**src/hdl/audio_udp_pkg.sv**
```systemverilog
// audio udp shared types
`default_nettype none

package audio_udp_pkg;

   // payload widths
   typedef logic [15:0] sample_t;    // one audio sample
   typedef logic [31:0] word_t;      // earlier sample in [31:16], network order
   typedef logic [6:0]  level_t;     // fifo fill count, 0..64
   typedef logic [15:0] byte_num_t;  // udp payload length in bytes

   // packet sender fsm
   typedef enum logic [1:0] {
      s_idle,       // waiting for a packet's worth of words
      s_start,      // start strobe on the wire
      s_send,       // serving engine requests
      s_wait_done   // all words out, engine still busy
   } send_state_t;

   // sample pacing
   localparam int SAMPLE_DIV = 4;                    // clocks per sample
   localparam int DIV_W      = $clog2(SAMPLE_DIV);
   localparam logic [DIV_W-1:0] DIV_LAST = DIV_W'(SAMPLE_DIV - 1);

   // buffer
   localparam level_t FIFO_DEPTH = 7'd64;            // words
   localparam int     PTR_W      = $clog2(FIFO_DEPTH);

   // packet shape
   localparam level_t    PKT_WORDS = 7'd8;           // words per packet
   // four bytes per payload word
   localparam byte_num_t PKT_BYTES = byte_num_t'(4 * PKT_WORDS);

endpackage

`default_nettype wire

```
**src/hdl/audio_sample_gen.sv**
```systemverilog
// ramp audio sample source
`timescale 1ns/1ps
`default_nettype none

// stands in for a real codec interface
// data is a plain counter so packet content is predictable
module audio_sample_gen
(
   input  wire logic                  clk_12M,
   input  wire logic                  rst_n,
   input  wire logic                  run,         // level, pauses the ramp when low
   output logic                       audio_en,    // one-cycle sample strobe
   output audio_udp_pkg::sample_t     audio_data   // valid with audio_en
);

   logic [audio_udp_pkg::DIV_W-1:0] div_cnt;    // clocks since last strobe

   // divider, restarts from zero whenever run drops
   always_ff @(posedge clk_12M or negedge rst_n)
   begin
      if (!rst_n)
      begin
         div_cnt <= '0;
      end
      else if (!run)
      begin
         div_cnt <= '0;                          // next strobe a full period after run
      end
      else if (div_cnt == audio_udp_pkg::DIV_LAST)
      begin
         div_cnt <= '0;
      end
      else
      begin
         div_cnt <= div_cnt + audio_udp_pkg::DIV_W'(1);
      end
   end

   // strobe lands SAMPLE_DIV clocks after run is first seen
   always_ff @(posedge clk_12M or negedge rst_n)
   begin
      if (!rst_n)
      begin
         audio_en <= 1'b0;
      end
      else
      begin
         audio_en <= run && (div_cnt == audio_udp_pkg::DIV_LAST);
      end
   end

   // ramp value, steps once the current sample has been strobed out
   // keeps its value across pauses of run
   always_ff @(posedge clk_12M or negedge rst_n)
   begin
      if (!rst_n)
      begin
         audio_data <= '0;                       // first sample is 0
      end
      else if (audio_en)
      begin
         audio_data <= audio_data + audio_udp_pkg::sample_t'(1);
      end
   end

endmodule

`default_nettype wire

```
**src/hdl/sample_fifo.sv**
```systemverilog
// sample pair packing fifo
`timescale 1ns/1ps
`default_nettype none

module sample_fifo
(
   input  wire logic                     clk_12M,
   input  wire logic                     rst_n,
   input  wire logic                     audio_en,     // sample strobe, no back-pressure
   input  wire audio_udp_pkg::sample_t   audio_data,
   input  wire logic                     rd_en,        // pop head word
   output audio_udp_pkg::word_t          rd_data,      // head word, show-ahead
   output audio_udp_pkg::level_t         level,        // registered word count
   output logic                          overflow      // sticky, cleared by reset only
);

   audio_udp_pkg::sample_t hi_q;       // first sample of the pair
   logic                   phase;      // 1: holding the upper half
   logic                   wr_en;      // word complete, write this cycle
   audio_udp_pkg::word_t   wr_word;
   logic                   full;
   logic                   do_wr;
   logic                   do_rd;

   logic [audio_udp_pkg::PTR_W-1:0] wr_ptr;
   logic [audio_udp_pkg::PTR_W-1:0] rd_ptr;

   audio_udp_pkg::word_t mem [audio_udp_pkg::FIFO_DEPTH];

   assign full  = (level == audio_udp_pkg::FIFO_DEPTH);
   assign do_wr = wr_en && !full;                   // word dropped when full
   assign do_rd = rd_en && (level != '0);

   // pair packing, earlier sample goes high
   always_ff @(posedge clk_12M or negedge rst_n)
   begin
      if (!rst_n)
      begin
         phase <= 1'b0;
         wr_en <= 1'b0;
      end
      else
      begin
         wr_en <= audio_en && phase;               // second sample closes the word
         if (audio_en)
         begin
            phase <= !phase;
         end
      end
   end

   always_ff @(posedge clk_12M)
   begin
      if (audio_en && !phase)
      begin
         hi_q <= audio_data;
      end
      if (audio_en && phase)
      begin
         wr_word <= {hi_q, audio_data};
      end
   end

   // storage, pointers wrap on their own since depth is a power of two
   always_ff @(posedge clk_12M)
   begin
      if (do_wr)
      begin
         mem[wr_ptr] <= wr_word;
      end
   end

   assign rd_data = mem[rd_ptr];

   always_ff @(posedge clk_12M or negedge rst_n)
   begin
      if (!rst_n)
      begin
         wr_ptr   <= '0;
         rd_ptr   <= '0;
         level    <= '0;
         overflow <= 1'b0;
      end
      else
      begin
         if (do_wr)
            wr_ptr <= wr_ptr + audio_udp_pkg::PTR_W'(1);
         if (do_rd)
            rd_ptr <= rd_ptr + audio_udp_pkg::PTR_W'(1);
         if (wr_en && full)
            overflow <= 1'b1;                       // lost a word
         unique case ({do_wr, do_rd})
            2'b10:   level <= level + audio_udp_pkg::level_t'(1);
            2'b01:   level <= level - audio_udp_pkg::level_t'(1);
            default: level <= level;                // idle or push+pop
         endcase
      end
   end

endmodule

`default_nettype wire

```
**src/hdl/audio_pkt_sender.sv**
```systemverilog
// udp packet sender
`timescale 1ns/1ps
`default_nettype none

// offers fixed-size packets to the udp transmit engine
// one fifo word per engine request, word on tx_data the cycle after
module audio_pkt_sender
(
   input  wire logic                     clk_12M,
   input  wire logic                     rst_n,
   input  wire logic                     transfer_flag,  // low blocks new packets only
   input  wire audio_udp_pkg::level_t    level,
   input  wire audio_udp_pkg::word_t     rd_data,
   input  wire logic                     tx_req,         // engine wants next word
   input  wire logic                     tx_done,        // engine finished packet
   output logic                          rd_en,
   output logic                          tx_start_en,
   output audio_udp_pkg::word_t          tx_data,
   output audio_udp_pkg::byte_num_t      tx_byte_num
);

   audio_udp_pkg::send_state_t state;
   audio_udp_pkg::level_t      word_cnt;     // requests served this packet
   logic                       pkt_ready;
   logic                       last_word;

   // fixed length, held for the whole packet
   assign tx_byte_num = audio_udp_pkg::PKT_BYTES;

   assign pkt_ready = transfer_flag && (level >= audio_udp_pkg::PKT_WORDS);
   assign last_word = (word_cnt == audio_udp_pkg::PKT_WORDS - audio_udp_pkg::level_t'(1));

   // pop in the request cycle, extra requests fall through
   // a whole packet is queued before the start, so the fifo cannot run dry
   assign rd_en = (state == audio_udp_pkg::s_send) && tx_req;

   always_ff @(posedge clk_12M or negedge rst_n)
   begin
      if (!rst_n)
      begin
         state       <= audio_udp_pkg::s_idle;
         word_cnt    <= '0;
         tx_start_en <= 1'b0;
         tx_data     <= '0;
      end
      else
      begin
         tx_start_en <= 1'b0;                        // single-cycle pulse
         if (rd_en)
         begin
            tx_data  <= rd_data;                     // head word, one cycle after req
            word_cnt <= word_cnt + audio_udp_pkg::level_t'(1);
         end
         case (state)
            audio_udp_pkg::s_idle:
            begin
               word_cnt <= '0;
               if (pkt_ready)
               begin
                  tx_start_en <= 1'b1;
                  state       <= audio_udp_pkg::s_start;
               end
            end
            audio_udp_pkg::s_start:
            begin
               state <= audio_udp_pkg::s_send;       // strobe seen by engine
            end
            audio_udp_pkg::s_send:
            begin
               if (tx_done)
                  state <= audio_udp_pkg::s_idle;    // engine ended early
               else if (rd_en && last_word)
                  state <= audio_udp_pkg::s_wait_done;
            end
            audio_udp_pkg::s_wait_done:
            begin
               if (tx_done)
                  state <= audio_udp_pkg::s_idle;
            end
            default:
            begin
               state <= audio_udp_pkg::s_idle;
            end
         endcase
      end
   end

endmodule

`default_nettype wire

```
**src/hdl/audio_udp_tx.sv**
```systemverilog
// audio over udp transmit top
`timescale 1ns/1ps
`default_nettype none

module audio_udp_tx
(
   input  wire logic                     clk_12M,
   input  wire logic                     rst_n,
   input  wire logic                     run,            // source enable
   input  wire logic                     transfer_flag,  // packet gate
   input  wire logic                     tx_req,         // from udp engine
   input  wire logic                     tx_done,        // from udp engine
   output logic                          tx_start_en,
   output audio_udp_pkg::word_t          tx_data,
   output audio_udp_pkg::byte_num_t      tx_byte_num,
   output logic                          overflow        // fifo dropped a word
);

   logic                     audio_en;
   audio_udp_pkg::sample_t   audio_data;
   logic                     rd_en;
   audio_udp_pkg::word_t     rd_data;
   audio_udp_pkg::level_t    level;

   audio_sample_gen u_sample_gen (
      .clk_12M       (clk_12M),
      .rst_n         (rst_n),
      .run           (run),
      .audio_en      (audio_en),
      .audio_data    (audio_data)
   );

   sample_fifo u_sample_fifo (
      .clk_12M       (clk_12M),
      .rst_n         (rst_n),
      .audio_en      (audio_en),
      .audio_data    (audio_data),
      .rd_en         (rd_en),       // pop from sender
      .rd_data       (rd_data),     // show-ahead head
      .level         (level),
      .overflow      (overflow)
   );

   audio_pkt_sender u_pkt_sender (
      .clk_12M       (clk_12M),
      .rst_n         (rst_n),
      .transfer_flag (transfer_flag),
      .level         (level),
      .rd_data       (rd_data),
      .tx_req        (tx_req),
      .tx_done       (tx_done),
      .rd_en         (rd_en),
      .tx_start_en   (tx_start_en),
      .tx_data       (tx_data),
      .tx_byte_num   (tx_byte_num)
   );

endmodule

`default_nettype wire

```
**config.mk**
```make
export PLATFORM = sky130hd
export DESIGN_NAME = audio_udp_tx
export DESIGN_NICKNAME = d
export VERILOG_FILES = /design/src/hdl/audio_udp_pkg.sv /design/src/hdl/audio_sample_gen.sv /design/src/hdl/sample_fifo.sv /design/src/hdl/audio_pkt_sender.sv /design/src/hdl/audio_udp_tx.sv
export SDC_FILE = /design/constraint.sdc
export NUM_CORES = 2
export LEC_CHECK = 0
export ABC_AREA = 1
export BUFFER_PORTS_ARGS = -buffer_cell sky130_fd_sc_hd__clkbuf_2
export CAP_MARGIN = 20
export CORE_ASPECT_RATIO = 2
export CORE_MARGIN = 3
export CORE_UTILIZATION = 29
export DETAILED_ROUTE_END_ITERATION = 6
export GPL_TIMING_DRIVEN = 0
export PLACE_DENSITY = 0.46
export SLEW_MARGIN = 5
export SYNTH_ARGS = -nofsm -noshare
export SYNTH_HDL_FRONTEND = slang
export SYNTH_SLANG_ARGS = --single-unit
```
**constraint.sdc**
```tcl
create_clock -name clk_12M -period 4.1 [get_ports clk_12M]
set_input_delay 0.205 -clock clk_12M [delete_from_list [all_inputs] [get_ports clk_12M]]
set_output_delay 0.205 -clock clk_12M [all_outputs]
set_load 0.02 [all_outputs]
```
## Yosys cells after proc, flatten, opt, wreduce, memory -nomap -nowiden

Memories as Yosys holds them, arrays and structs flattened. A register that Yosys moved wholly into a read port is not among the register bits.
Index checks and enable logic that the tools add are counted.

| word-level totals | value |
|---|---|
| flip-flop bits (word level) | 99 |
| memory bits (writable) | 2048 |
| input port bits | 6 |
| memories | 1 |

| operators by class | value |
|---|---|
| $add $sub $neg | 7 |
| magnitude comparators | 1 |
| eq/ne operators | 11 |
| muxes and demuxes | 14 |
| reduce and logical (&&, ||, !) cells | 17 |

Memory list:

| name | words | width | rd ports | clocked after Yosys merged registers in | wr ports | RTL line | text |
|---|---|---|---|---|---|---|---|
| u_sample_fifo.mem | 64 | 32 | 1 | 1 | 1 | sample_fifo.sv:28 | `audio_udp_pkg::word_t mem [audio_udp_pkg::FIFO_DEPTH];` |

Operator list:

| kind | count |
|---|---|
| 16-bit by 1-bit adder with 16-bit output (second input constant) | 1 |
| 7-bit by 1-bit adder with 7-bit output (second input constant) | 2 |
| 7-bit two-way mux | 2 |
| 7-bit case mux with 2 select lines | 1 |
| 6-bit by 1-bit adder with 6-bit output (second input constant) | 2 |
| 2-bit two-way mux | 6 |
| 1-bit logical AND | 9 |
| 2-bit == test (second input constant) | 4 |
| 2-bit case mux with 4 select lines | 1 |
| 7-bit by 3-bit == test with 1-bit output (second input constant) | 1 |
| 7-bit == test (second input constant) | 1 |
| 7-bit by 4-bit >= comparator with 1-bit output (second input constant) | 1 |
| 7-bit nonzero test | 1 |
| 7-bit by 1-bit subtractor with 7-bit output (second input constant) | 1 |
| 2-bit by 1-bit == test with 1-bit output (second input constant) | 2 |
| 1-bit two-way mux | 4 |
| 2-bit nonzero test | 2 |
| 1-bit logical NOT | 3 |
| 3-bit != test (second input constant) | 1 |
| 3-bit AND reduction | 1 |
| 2-bit by 1-bit adder with 2-bit output (second input constant) | 1 |
| 2-bit logical NOT | 1 |
| 2-bit by 1-bit != test with 1-bit output (second input constant) | 1 |
| 2-bit != test (second input constant) | 1 |

## Logic depth before layout (Yosys ltp)

| depth | value |
|---|---|
| word-level depth | 6 |
| depth in mapped cells | 17 |
| depth with buffers taken out | 15 |

## Hierarchy

Synthesis repeated with hierarchy kept, for this count alone.

| unflattened totals | value |
|---|---|
| cells, all modules | 8025 |
| area, all modules | 89350.7 sq um |

Modules (own cells, without submodules):

| module | times used | cells each | area an instance (sq um) | sequential area each (sq um) |
|---|---|---|---|---|
| sample_fifo | 1 | 7715 | 86603.1 | 63490.9 |
| audio_pkt_sender | 1 | 221 | 1860.5 | 1051.0 |
| audio_sample_gen | 1 | 89 | 887.1 | 475.5 |

## Worst setup path before layout

Ideal clock, no wire load.

| timing | value |
|---|---|
| path type | reg-to-reg |
| start point | register u_sample_fifo.wr_ptr[3] (netlist name) |
| end point | memory u_sample_fifo.mem[55][0] (netlist name), enable pin |
| setup time | 0.461 ns |
| arrival time | 3.095 ns |
| data required time | 3.639 ns |
| slack | 0.544 ns |
| cell stages (with the launch flop) | 5 |
| path buffers | 1 |
| period minus slack after synthesis | 3.556 ns |
| cell sequence | dfrtp_1 > clkbuf_1 > inv_1 > nand3_1 > nor3_1 |

RTL lines:

| what | RTL line | text |
|---|---|---|
| start, declared | sample_fifo.sv:25 | `logic [audio_udp_pkg::PTR_W-1:0] wr_ptr;` |
| start signal, assigned | sample_fifo.sv:87 | `wr_ptr <= wr_ptr + audio_udp_pkg::PTR_W'(1);` |
| end, declared | sample_fifo.sv:28 |  |

Straight into the memory's write port.

==> summary.md <==
| Metric | Value |
|---|---|
| Power per cell area | `693 nW/um2` |
| Core area | `308000 um2` |
| Dpl hpwl | `327 mm` |
| First-pass GRT wire length | `565 mm` |
| # DRC | `0` |
| Die Y | `793 um` |
| Fin crit share | `1.05` |
| Worst Max-Slew Pin Slew | `1370 ps` |
| Post-layout util | `0.352` |
| Worst Path Arrival | `5040 ps` |
| Final hold viol count | `0` |
| R2R Setup Slk | `-190 ps` |
| Critical path buffers and inverters | `4` |
| # nets final | `8583` |
| Die ar. | `317000 um2` |
| FF-to-FF Start | `u_sample_fifo.rd_ptr[1]` |
| Design area | `108000 um2` |
| Hold Path End | `u_sample_gen.div_cnt[1]` |
| Setup crit end kind | `register` |
| Initial antenna violation count | `44` |
| Clk_lat worst skew | `900 ps` |
| Area of the multi-input gates | `21400 um2` |
| Crit path max-delay family | `simple AND/OR/NAND/NOR gates` |
| Pre-antenna DRT Iters | `6` |
| Maximum VDD drop | `379 uV` |
| Fmax | `233 MHz` |
| Worst r2r dst | `u_pkt_sender.tx_data[19]` |
| DRT Wirelength | `432 mm` |
| Total gr overflow | `0` |
| Via count | `64500` |
| Syn_area_per_cell | `11.2 um2` |
| Htree depth | `4` |
| Area contributors post-synth | `edfxtp_1 (70%), nand2_1 (11%), nand3_1 (4.8%)` |
| Area share of the largest cell type after synthesis | `0.701` |
| Setup Viol. Count Final | `3` |
| Worst path slowest cell | `clkbuf_1` |
| CP startpoint kind | `register` |
| Layout cells sized above 1 | `0.106` |
| TritonCTS clock tree | `done` |
| Clk_skew | `42.4 ps` |
| Area growth, synth to finish | `20.5%` |
| Worst Hold Depth | `4` |
| IO Pins | `56` |
| Reg2Reg Depth | `13` |
| Max incr delay on CP | `560 ps` |
| Most common cell in the synthesized netlist | `nand2_1` |
| Synth cell types | `34` |
| Avg WL per Cell | `33.8 um` |
| Seq cells post-synth | `2179` |
| Final critical-path required period | `4290 ps` |
| Most used cell along the critical path | `nand2_1` |
| Initial DRC count | `7529` |
| Storage cell area | `65000 um2` |
| Unrepaired setup endpoints after global routing | `no` |
| Status | `complete, but fails checks` |
| Starting density of the core | `0.292` |
| Post-Syn Instances | `8023` |
| Violated checks | `negative setup slack` |
| Sequential area share after synthesis | `0.724` |
| Crit-path cells | `buf_2 -> clkbuf_1 -> buf_6 -> clkbuf_2 -> nand3_1 -> nand3_1 -> nand2_1 -> nor2_1 -> nand2_1 -> nand3_1 -> nand2_1 -> nand2_1 -> nand2_1` |
| Max Cap Viol | `0` |
| CP Class | `reg -> reg` |
| Top cells by count, synth | `nand2_1 (2705), edfxtp_1 (2096), nor2_1 (881), nand3_1 (858), inv_1 (382)` |
| Fraction of registers with async set/reset | `0.0381` |
| Synth Cell Area | `89800 um2` |
| GRT Util Overall | `0.270` |
| Post-route antenna net violation count | `0` |
| Cts bufs inserted | `200` |
| Area after DPL | `102000 um2` |
| Hold path startpoint | `run` |
| Worst path required time | `4850 ps` |
| Clock Path Buffers | `4` |
| Number of global-route vias before repair | `62100` |
| Slew HR | `0.0864` |
| Clock-pin transition on the worst setup and hold timing paths | `80 ps` |
| # rows | `288` |
| Synth area leader | `edfxtp_1` |
| # port buffers | `39` |
| Post-synth EDFFs | `2096` |
| Die W | `399 um` |
| Final Wtd Congestion | `1.03` |
| Pin count of the biggest net entering global routing | `79` |
| Fill cells | `30400` |
| Leakage | `40.3 nW` |
| Final WS setup | `-188 ps` |
| Clock sink total | `2179` |
| Worst hold-check path type | `in -> reg` |
| CP Max Fanout | `10` |
| Slew Limit Fails | `0` |
| Synth Flop Type | `edfxtp_1` |
| Yosys warning count | `0` |
| CTS root buf | `clkbuf_16` |
| Setup TNS Final | `-353 ps` |
| Post-DR vias/cell | `5.04` |
## what timing repair did
item | CTS | global route
resized for setup | 4 | 15
gates cloned | 0 | 0
hold buffers | 7 | 0
pin swaps | 0 | 2
buffers inserted | 0 | 3
hold endpoints to repair | 94 | 0
endpoints found under the setup margin | 7 | 35
## worst max-delay path by stage
stage	from	cells after the start	to	slack (ps)
global route	u_sample_fifo.rd_ptr[0]	14	u_pkt_sender.tx_data[6]	0.4
CTS	u_sample_fifo.rd_ptr[3]	12	u_pkt_sender.tx_data[7]	10
finish	u_sample_fifo.rd_ptr[1]	13	u_pkt_sender.tx_data[19]	-190
floorplan	u_sample_fifo.wr_ptr[3]	4	u_sample_fifo.mem[55][0]	540
global placement	u_sample_fifo.level[0]	6	u_sample_fifo.mem[7][1]	-3900
detailed placement	u_sample_fifo.rd_ptr[1]	11	u_pkt_sender.tx_data[7]	-170
## routing by layer
metal / vias to the layer above / track usage / share of wire
li1: 28100 / - / -
met1: 32000 / 0.258 / 0.31
met2: 3186 / 0.465 / 0.49
met3: 1233 / 0.0458 / 0.061
met4: 20 / 0.293 / 0.14
met5: - / 0 / 0.00034
## report_power, final
part           switching [mW]  total (mW)  internal, mW
registers               0.255        24.7          24.4
logic                    24.9        31.7          6.81
clock network            8.74        18.6          9.86
total                    33.9        75.0          41.1
## worst reg2reg max path, stage by stage (launching register included)
cell      delay, ps
dfrtp_1         360
buf_2           250
clkbuf_1        560
buf_6           260
clkbuf_2        560
nand3_1         200
nand3_1         310
nand2_1         100
nor2_1          370
nand2_1         510
nand3_1         270
nand2_1          80
nand2_1         210
nand2_1         100
## kinds of logic after synthesis
family	Yosys count	share of synthesized area
xor+xnor	28	0.00273
buf+inv	847	0.0440
flops	2179	0.724
other cells	2	0.0000837
compound gates	458	0.0256
simple gates	4497	0.201
fa+ha+maj	12	0.00176
## cells in the final DEF (no fill, tap or decap), types with 36 or more instances in the layout
cell type / instances
buf_6: 82
clkinv_1: 54
buf_16: 144
a21oi_1: 131
nand2_1: 2704
buf_2: 112
clkbuf_2: 50
dfrtp_1: 83
edfxtp_1: 2096
clkbuf_16: 203
buf_4: 36
nor2_4: 61
clkbuf_1: 232
nand3_1: 855
buf_12: 86
inv_1: 382
o21ai_0: 316
nor2_1: 819
clkinv_2: 38
## metrics by stage
| stage | hold WS (ps) | worst slack [ps] | std cells | total power [mW] |
|---|---|---|---|---|
| after detailed placement | 38.5 | -168 | 12400 | 55.5 |
| final | 145 | -188 | 12800 | 75.0 |
| after floorplan | -90.6 | 544 | 8037 | 39.4 |
| after global routing | 168 | 0.393 | 12800 | 76.7 |
| after CTS | 112 | 12.3 | 12800 | 73.9 |
| after global placement | 403 | -3900 | 12100 | 55.1 |
## area by class of cell
type | instances | area share
repair buffers | 326 | 0.0607
inverters | 387 | 0.0134
plain buffers | 460 | 0.0233
well taps | 4060 | 0.0469
flip-flops and latches | 2179 | 0.601
multi-input cells | 5011 | 0.197
diodes | 22 | 0.000509
clock buffers | 239 | 0.0488
clock inverters | 117 | 0.00788
## registers in the layout, indices dropped and copies added, names as in the netlist
signal                    cells
u_sample_fifo.level           7
u_pkt_sender.tx_start_en      1
u_sample_fifo.overflow        1
u_sample_fifo.rd_ptr          6
u_sample_gen.audio_en         1
u_sample_fifo.phase           1
u_pkt_sender.word_cnt         7
u_pkt_sender.tx_data         32
u_sample_fifo.wr_word        32
u_sample_fifo.wr_ptr          6
u_sample_fifo.wr_en           1
u_sample_gen.div_cnt          2
u_sample_fifo.mem          2048
u_sample_gen.audio_data      16
u_pkt_sender.state            2
u_sample_fifo.hi_q           16
Note: power is estimated with default switching activity, not from simulation.
